$ cat config.mk
export PLATFORM = sky130hd
export DESIGN_NAME = chan_buffer_top
export DESIGN_NICKNAME = d
export VERILOG_FILES = /design/src/hw/cb_data_pkg.sv /design/src/hw/cb_arb_pkg.sv /design/src/hw/fifo_ctrl.sv /design/src/hw/buffer_ram.sv /design/src/hw/rd_arbiter.sv /design/src/hw/chan_buffer_top.sv
export VERILOG_INCLUDE_DIRS = /design/src /design/src/hw
export SDC_FILE = /design/constraint.sdc
export NUM_CORES = 1
export LEC_CHECK = 0
export ABC_AREA = 1
export CORE_MARGIN = 8
export CORE_UTILIZATION = 45
export CTS_BUF_LIST = sky130_fd_sc_hd__clkbuf_4 sky130_fd_sc_hd__clkbuf_8
export DETAILED_ROUTE_END_ITERATION = 8
export DONT_BUFFER_PORTS = 1
export GPL_TIMING_DRIVEN = 0
export HOLD_SLACK_MARGIN = 0.05
export PLACE_DENSITY = 0.6
export SLEW_MARGIN = 40
export SYNTH_ARGS = -nofsm -noshare
export SYNTH_HDL_FRONTEND = slang
export SYNTH_SLANG_ARGS = --single-unit
$ cat constraint.sdc
create_clock -name rclk -period 6.13 [get_ports rclk]
set_input_delay 0.613 -clock rclk [delete_from_list [all_inputs] [get_ports rclk]]
set_output_delay 0.613 -clock rclk [all_outputs]
set_load 0.01 [all_outputs]
$ cat src/hw/chan_buffer_defines.svh
// ====================================================================
// Channel buffer configuration macros: channel count, bank depth,
// pointer and data widths, and the initial output credit count.
// ====================================================================
`ifndef CHAN_BUFFER_DEFINES_SVH
`define CHAN_BUFFER_DEFINES_SVH

// Number of sender channels, one bank each.
`define CB_NUM_CH 2

// Entries per bank, also the initial credits of each sender.
`define CB_CH_DEPTH 8

// Pointer bits within one bank.
`define CB_CH_AW 3

`define CB_DATA_W 16

`define CB_OUT_CREDITS 4 // Downstream credits after reset.

`endif

$ cat src/hw/cb_data_pkg.sv
// ====================================================================
// Channel buffer data path types: input beats, bank writes and
// output beats.
// ====================================================================
`include "chan_buffer_defines.svh"

package cb_data_pkg;

  // Beat from a sender. Valid only while the sender holds a credit.
  typedef struct packed {
    logic                  valid;
    logic [`CB_DATA_W-1:0] data;
  } in_beat_t;

  // Write port of one bank.
  typedef struct packed {
    logic                  en;
    logic [`CB_CH_AW-1:0]  ptr;
    logic [`CB_DATA_W-1:0] data;
  } ram_wr_t;

  // Beat to the downstream side, tagged with its source channel.
  typedef struct packed {
    logic                  valid;
    logic                  ch;
    logic [`CB_DATA_W-1:0] data;
  } out_beat_t;

endpackage

$ cat src/hw/cb_arb_pkg.sv
// ====================================================================
// Channel buffer arbitration types: channel select and the per-channel
// request and grant vector.
// ====================================================================
`include "chan_buffer_defines.svh"

package cb_arb_pkg;

  // Priority holder, also the read bank select.
  typedef enum logic {
    CH0 = 1'b0,
    CH1 = 1'b1
  } ch_sel_e;

  typedef logic [`CB_NUM_CH-1:0] ch_vec_t; // One bit per channel.

  // Round-robin partner of a channel.
  function automatic ch_sel_e other_ch(input ch_sel_e c);
    return (c == CH0) ? CH1 : CH0;
  endfunction

endpackage

$ cat src/hw/fifo_ctrl.sv
// ====================================================================
// Per-channel FIFO control: bank pointers, occupancy, read request
// and sender credit return.
// ====================================================================
`timescale 1ns/1ps
`include "chan_buffer_defines.svh"

module fifo_ctrl #(
  parameter int CH_ID = 0
) (
  input  logic                  rclk,
  input  logic                  rrstn,
  input  cb_data_pkg::in_beat_t in_beat,
  input  logic                  rd_gnt,
  output cb_data_pkg::ram_wr_t  ram_wr,
  output logic                  rd_req,
  output logic [`CB_CH_AW-1:0]  raddr,
  output logic                  credit_ret
);

  logic [`CB_CH_AW-1:0] wptr;
  logic [`CB_CH_AW-1:0] rptr;
  logic [`CB_CH_AW:0]   occ; // 0 to CB_CH_DEPTH.

  // Beat goes straight into the bank at the accepting edge.
  always_comb begin
    ram_wr.en   = in_beat.valid;
    ram_wr.ptr  = wptr;
    ram_wr.data = in_beat.data;
  end

  assign rd_req = (occ != '0);
  assign raddr  = rptr;

  // Depth is a power of two, so the pointers wrap on overflow.
  always_ff @(posedge rclk or negedge rrstn) begin
    if (!rrstn) begin
      wptr <= '0;
    end else if (in_beat.valid) begin
      wptr <= wptr + 1'b1;
    end
  end

  always_ff @(posedge rclk or negedge rrstn) begin
    if (!rrstn) begin
      rptr <= '0;
    end else if (rd_gnt) begin
      rptr <= rptr + 1'b1;
    end
  end

  // Write and grant in one cycle leave the count unchanged.
  always_ff @(posedge rclk or negedge rrstn) begin
    if (!rrstn) begin
      occ <= '0;
    end else begin
      case ({in_beat.valid, rd_gnt})
        2'b10:   occ <= occ + 1'b1;
        2'b01:   occ <= occ - 1'b1;
        default: occ <= occ;
      endcase
    end
  end

  // One credit back per slot read out.
  always_ff @(posedge rclk or negedge rrstn) begin
    if (!rrstn) begin
      credit_ret <= 1'b0;
    end else begin
      credit_ret <= rd_gnt;
    end
  end

  // Sender wrote without a credit.
  a_no_write_when_full: assert property (
    @(posedge rclk) disable iff (!rrstn)
    in_beat.valid |-> (occ < `CB_CH_DEPTH)
  ) else $error("fifo_ctrl ch%0d: write into full bank", CH_ID);

  // Arbiter granted an idle channel.
  a_gnt_needs_req: assert property (
    @(posedge rclk) disable iff (!rrstn)
    rd_gnt |-> rd_req
  ) else $error("fifo_ctrl ch%0d: grant without request", CH_ID);

endmodule

$ cat src/hw/buffer_ram.sv
// ====================================================================
// Banked buffer memory. One write port per channel bank, one shared
// read port with registered output.
// ====================================================================
`timescale 1ns/1ps
`include "chan_buffer_defines.svh"

module buffer_ram (
  input  logic                   rclk,
  input  cb_data_pkg::ram_wr_t   ram_wr0,
  input  cb_data_pkg::ram_wr_t   ram_wr1,
  input  logic                   rd_en,
  input  cb_arb_pkg::ch_sel_e    rd_sel,
  input  logic [`CB_CH_AW-1:0]   rd_addr,
  output logic [`CB_DATA_W-1:0]  rd_data
);

  logic [`CB_DATA_W-1:0] mem [`CB_NUM_CH][`CB_CH_DEPTH];
  cb_data_pkg::ram_wr_t  wr [`CB_NUM_CH];

  assign wr[0] = ram_wr0;
  assign wr[1] = ram_wr1;

  // Banks are disjoint, so both ports may write in the same cycle.
  always_ff @(posedge rclk) begin
    for (int b = 0; b < `CB_NUM_CH; b++) begin
      if (wr[b].en) begin
        mem[b][wr[b].ptr] <= wr[b].data;
      end
    end
  end

  always_ff @(posedge rclk) begin
    if (rd_en) begin
      rd_data <= mem[rd_sel][rd_addr]; // Valid the cycle after rd_en.
    end
  end

endmodule

$ cat src/hw/rd_arbiter.sv
// ====================================================================
// Round-robin read arbiter for the shared RAM read port, gated by the
// downstream credit count.
// ====================================================================
`timescale 1ns/1ps
`include "chan_buffer_defines.svh"

module rd_arbiter (
  input  logic                   rclk,
  input  logic                   rrstn,
  input  cb_arb_pkg::ch_vec_t    rd_req,
  input  logic [`CB_CH_AW-1:0]   raddr0,
  input  logic [`CB_CH_AW-1:0]   raddr1,
  input  logic [`CB_DATA_W-1:0]  rd_data,
  input  logic                   out_credit,
  output cb_arb_pkg::ch_vec_t    rd_gnt,
  output logic                   rd_en,
  output cb_arb_pkg::ch_sel_e    rd_sel,
  output logic [`CB_CH_AW-1:0]   rd_addr,
  output cb_data_pkg::out_beat_t out_beat
);

  localparam int CRED_W = $clog2(`CB_OUT_CREDITS + 1);

  logic [CRED_W-1:0]   cred;
  cb_arb_pkg::ch_sel_e prio;
  cb_arb_pkg::ch_sel_e gnt_ch;
  logic                valid_q;
  logic                ch_q;

  // Priority channel first, the other only when priority is idle.
  always_comb begin
    rd_gnt = '0;
    gnt_ch = prio;
    if (cred != '0) begin
      if (rd_req[prio]) begin
        rd_gnt[prio] = 1'b1;
      end else if (rd_req[cb_arb_pkg::other_ch(prio)]) begin
        gnt_ch = cb_arb_pkg::other_ch(prio);
        rd_gnt[gnt_ch] = 1'b1;
      end
    end
  end

  assign rd_en   = |rd_gnt;
  assign rd_sel  = gnt_ch;
  assign rd_addr = (gnt_ch == cb_arb_pkg::CH1) ? raddr1 : raddr0;

  always_ff @(posedge rclk or negedge rrstn) begin
    if (!rrstn) begin
      prio <= cb_arb_pkg::CH0;
    end else if (rd_en) begin
      prio <= cb_arb_pkg::other_ch(gnt_ch); // Hand priority over.
    end
  end

  // Grant spends a credit, out_credit returns one.
  always_ff @(posedge rclk or negedge rrstn) begin
    if (!rrstn) begin
      cred <= CRED_W'(`CB_OUT_CREDITS);
    end else begin
      case ({rd_en, out_credit})
        2'b10:   cred <= cred - 1'b1;
        2'b01:   cred <= cred + 1'b1;
        default: cred <= cred;
      endcase
    end
  end

  // Lines up with the registered RAM data.
  always_ff @(posedge rclk or negedge rrstn) begin
    if (!rrstn) begin
      valid_q <= 1'b0;
      ch_q    <= 1'b0;
    end else begin
      valid_q <= rd_en;
      ch_q    <= gnt_ch;
    end
  end

  assign out_beat = '{valid: valid_q, ch: ch_q, data: rd_data};

  // Downstream returned more than it was given.
  a_cred_bound: assert property (
    @(posedge rclk) disable iff (!rrstn)
    cred <= `CB_OUT_CREDITS
  ) else $error("rd_arbiter: output credit overflow");

endmodule

$ cat src/hw/chan_buffer_top.sv
// ====================================================================
// Two-channel credit-controlled packet buffer. Two FIFO controllers
// share one banked RAM through a round-robin read arbiter.
// ====================================================================
`timescale 1ns/1ps
`include "chan_buffer_defines.svh"

module chan_buffer_top (
  input  logic                   rclk,
  input  logic                   rrstn,
  input  cb_data_pkg::in_beat_t  in_beat0,
  input  cb_data_pkg::in_beat_t  in_beat1,
  output cb_arb_pkg::ch_vec_t    credit_ret,
  input  logic                   out_credit,
  output cb_data_pkg::out_beat_t out_beat
);

  cb_data_pkg::ram_wr_t  ram_wr0;
  cb_data_pkg::ram_wr_t  ram_wr1;
  cb_arb_pkg::ch_vec_t   rd_req;
  cb_arb_pkg::ch_vec_t   rd_gnt;
  logic [`CB_CH_AW-1:0]  raddr0;
  logic [`CB_CH_AW-1:0]  raddr1;
  logic                  rd_en;
  cb_arb_pkg::ch_sel_e   rd_sel;
  logic [`CB_CH_AW-1:0]  rd_addr;
  logic [`CB_DATA_W-1:0] rd_data;

  fifo_ctrl #(.CH_ID(0)) i_fifo_ctrl0 (
    .rclk       (rclk),
    .rrstn      (rrstn),
    .in_beat    (in_beat0),
    .rd_gnt     (rd_gnt[0]),
    .ram_wr     (ram_wr0),
    .rd_req     (rd_req[0]),
    .raddr      (raddr0),
    .credit_ret (credit_ret[0])
  );

  fifo_ctrl #(.CH_ID(1)) i_fifo_ctrl1 (
    .rclk       (rclk),
    .rrstn      (rrstn),
    .in_beat    (in_beat1),
    .rd_gnt     (rd_gnt[1]),
    .ram_wr     (ram_wr1),
    .rd_req     (rd_req[1]),
    .raddr      (raddr1),
    .credit_ret (credit_ret[1])
  );

  buffer_ram i_buffer_ram (
    .rclk    (rclk),
    .ram_wr0 (ram_wr0),
    .ram_wr1 (ram_wr1),
    .rd_en   (rd_en),
    .rd_sel  (rd_sel),
    .rd_addr (rd_addr),
    .rd_data (rd_data)
  );

  rd_arbiter i_rd_arbiter (
    .rclk       (rclk),
    .rrstn      (rrstn),
    .rd_req     (rd_req),
    .raddr0     (raddr0),
    .raddr1     (raddr1),
    .rd_data    (rd_data),
    .out_credit (out_credit),
    .rd_gnt     (rd_gnt),
    .rd_en      (rd_en),
    .rd_sel     (rd_sel),
    .rd_addr    (rd_addr),
    .out_beat   (out_beat)
  );

endmodule

==> impl_metrics.json <==
{
  "antenna_cells_inserted": 0,
  "ys_dominant_reg_cell": "sky130_fd_sc_hd__edfxtp_1",
  "number_of_synthesis_warnings": 0,
  "yosysMostFrequentCell": "sky130_fd_sc_hd__nand2_1",
  "timing.setup.critical_path_class": "reg -> reg",
  "syn_area_per_cell_sq_um": 10.5,
  "gp_congestion": 0.865,
  "timing.critical_path.to_type": "flip-flop",
  "final_nets": 1358,
  "setup_viol": 0,
  "cts_resized": 0,
  "detailroute.via_count": 9082,
  "dpl.hpwl_mm": 25.6,
  "top_cells_by_count_synth": "sky130_fd_sc_hd__nand2_1, sky130_fd_sc_hd__edfxtp_1, sky130_fd_sc_hd__nand3_1",
  "cts.clk_slew.worst_paths_ns": 0.06,
  "grt_antenna_before_repair": 0,
  "std_cell_rows": 62,
  "synth_to_final_area_change_pct": 14.7,
  "final_max_slew_viol_count": 0,
  "critPathSlowestCell": "sky130_fd_sc_hd__dfrtp_1",
  "path_cells": "nor2_1, nand2_1, nand2_1, inv_2, nand2_4, buf_2, buf_2, inv_1, ha_1, ha_1, nand2_1, nor2_1, a211oi_1, nor2_1, nor2_1, nand2_1, xnor2_1",
  "synth.lib_cells_used.distinct": 28,
  "tritoncts_clock_tree": "built",
  "detailedRoute.firstPassIterationCount": 6,
  "initial_core_util_pct": 45.4,
  "synth.top_cell.area_share_pct": 63.1,
  "ys_top_cells_by_area": "sky130_fd_sc_hd__edfxtp_1, sky130_fd_sc_hd__nand2_1, sky130_fd_sc_hd__dfrtp_1",
  "port_buffers": 0,
  "yosys_reg_bits": 300,
  "io-pin-count": 57,
  "synth_largest_area_cell": "sky130_fd_sc_hd__edfxtp_1",
  "holdBufCountCts": 2,
  "post_drt_wl_per_cell_microns": 22.1,
  "cts_htree_levels": 2,
  "synth-async-reset-ratio_pct": 9.33,
  "mappedNetlistNets": 1289,
  "fmaxAchievable_mhz": 325,
  "rsz0062_at_grt": "false",
  "ratio_of_cells_with_drive_above_1_in_the_final_layout_pct": 14.6,
  "netlist_area_sq_mm": 0.0130,
  "post_synth_inst_count": 1239,
  "cts_post_setup_buffers_inserted": 0,
  "finalSetupTns_ns": 0,
  "grt_usage_pct": 22.7,
  "max-slew-margin-rel_pct": 47.7,
  "clk_lat_worst_skew_ns": 0.58,
  "tritoncts_num_sinks": 300,
  "tritoncts_buffers": 50,
  "start_kind": "flip-flop",
  "dieArea_sq_mm": 0.0345,
  "worst_path_largest_cell_delay_ns": 0.41,
  "crit_fanout": 10,
  "max-cap-violations": 0,
  "run_status": "complete, no violations",
  "min_period_ns": 3.08,
  "timing.clock.skew_ns": 0.0134,
  "fillers": 2625,
  "grt_first_pass_wirelength_mm": 56.7,
  "ant_nets": 0,
  "synth_edf_count": 272,
  "synth_seq_area_share_pct": 68.5,
  "post_drt_via_cell_ratio": 5.25,
  "final.period_utilization_pct": 50.2,
  "core_region_area_sq_mm": 0.0285,
  "floorplan.die.width_microns": 186,
  "via_count_of_the_first_global_routing_pass": 9138,
  "grt_start_max_net_pins": 29,
  "globalRouteOverflowTotal": 0,
  "clockRootBuffer": "sky130_fd_sc_hd__clkbuf_8",
  "clock_tree.buffer_depth": 3,
  "dpl_worst_slack_ns": 3.07,
  "drtIter0Drc": 862,
  "finalHoldViolCount": 0,
  "drt_drc_violations_left": 0,
  "max_slew.worst_pin.slew_ns": 0.785,
  "worst_ep_required_time_ns": 6.59,
  "min-delay-path-class": "in -> reg",
  "worst_slack_ns": 3.05,
  "die_height_microns": 186,
  "worstPathArrival_ns": 3.53,
  "detail_route.wirelength_mm": 38.2
}
## cells by family after synthesis
group | synth area share [%]
DFF | 68.5
adders and majority gates | 1.37
buffers and inverters | 3.47
muxes | 0.0869
AOI/OAI and AO/OA | 0.831
xor gates and xnor gates | 0.947
and+or+nand+nor | 24.8
## metrics by stage
step | area, sq um | util (%) | hold WS, ns | cells
6_report | 14900 | 52.0 | 0.129 | 1730
5_1_grt | 14900 | 52.0 | 0.106 | 1730
4_1_cts | 14900 | 52.0 | 0.0965 | 1730
3_5_place_dp | 13800 | 48.5 | 0.318 | 1638
3_3_place_gp | 13400 | 47.1 | 0.318 | 1623
2_1_floorplan | 13000 | - | 0.317 | 1239
## worst paths after layout
| check | end | cells after the start | slack [ns] | from |
|---|---|---|---|---|
| max | i_fifo_ctrl1.occ[3] | 17 | 3.05 | i_rd_arbiter.cred[0] |
| max reg2reg | i_fifo_ctrl1.occ[3] | 17 | 3.05 | i_rd_arbiter.cred[0] |
| min | i_buffer_ram.mem[0][95] | 0 | 0.13 | in_beat0[15] |
| min in group asynchronous | i_fifo_ctrl1.occ[2] | 2 | 0.47 | rrstn |
| min reg2reg | i_fifo_ctrl1.raddr[2] | 1 | 0.48 | i_fifo_ctrl1.raddr[2] |
| max in group asynchronous | i_rd_arbiter.cred[2] | 2 | 5.42 | rrstn |
## state kept, by name (all words and copies together), names as in the netlist, 3 cells and up
signal and cells:
i_fifo_ctrl0.wptr 3, i_buffer_ram.rd_data 16, i_rd_arbiter.cred 3, i_fifo_ctrl1.wptr 3, i_fifo_ctrl0.raddr 3, i_fifo_ctrl1.raddr 3, i_fifo_ctrl1.occ 4, i_fifo_ctrl0.occ 4
i_buffer_ram.mem 256
## worst max-delay path: cells and delay by family (launching register included)
family	cells	cell delay (ns)
adders and majority gates	2	0.61
buffers and inverters	4	0.82
and+or+nand+nor	9	0.75
DFF	1	0.41
xor gates and xnor gates	1	0.12
AOI/OAI and AO/OA	1	0.25
## layout by cell type (no fill, tap or decap), types with 3 or more instances in the layout
cell type	n
sky130_fd_sc_hd__nand2_1	634
sky130_fd_sc_hd__edfxtp_1	272
sky130_fd_sc_hd__nand3_1	130
sky130_fd_sc_hd__buf_2	56
sky130_fd_sc_hd__clkbuf_8	53
sky130_fd_sc_hd__clkbuf_4	30
sky130_fd_sc_hd__dfrtp_1	27
sky130_fd_sc_hd__inv_1	23
sky130_fd_sc_hd__nor2_4	16
sky130_fd_sc_hd__nor2_1	12
sky130_fd_sc_hd__ha_1	11
sky130_fd_sc_hd__buf_8	10
sky130_fd_sc_hd__xnor2_1	7
sky130_fd_sc_hd__xor2_1	7
sky130_fd_sc_hd__a21oi_1	6
sky130_fd_sc_hd__o21ai_0	6
sky130_fd_sc_hd__clkinv_1	6
sky130_fd_sc_hd__buf_4	5
sky130_fd_sc_hd__buf_16	5
sky130_fd_sc_hd__inv_2	3
sky130_fd_sc_hd__or2_2	3
sky130_fd_sc_hd__nand2_4	3
sky130_fd_sc_hd__nand2_2	3
## final cells by class
cell class	instances	area, sq um	share of cell area (%)
sequential	300	8870	59.7
multi-input combinational	847	3750	25.3
clock buffer	83	955	6.43
tap	384	480	3.23
buffer	66	353	2.38
timing repair buffer	17	318	2.14
inverter	26	97.6	0.657
clock inverter	7	27.5	0.185
## metal layers
layer / track usage (%) / vias up / routed length [microns]
met3: 5.33 / 89 / 3940
met2: 38.0 / 478 / 18200
met4: 8.45 / 0 / 1270
li1: - / 4258 / -
met1: 28.6 / 4257 / 14700
met5: 0 / - / 0
Power is not shown: default switching activity piles up to over one toggle a cycle in this logic, so the estimate is an artifact.
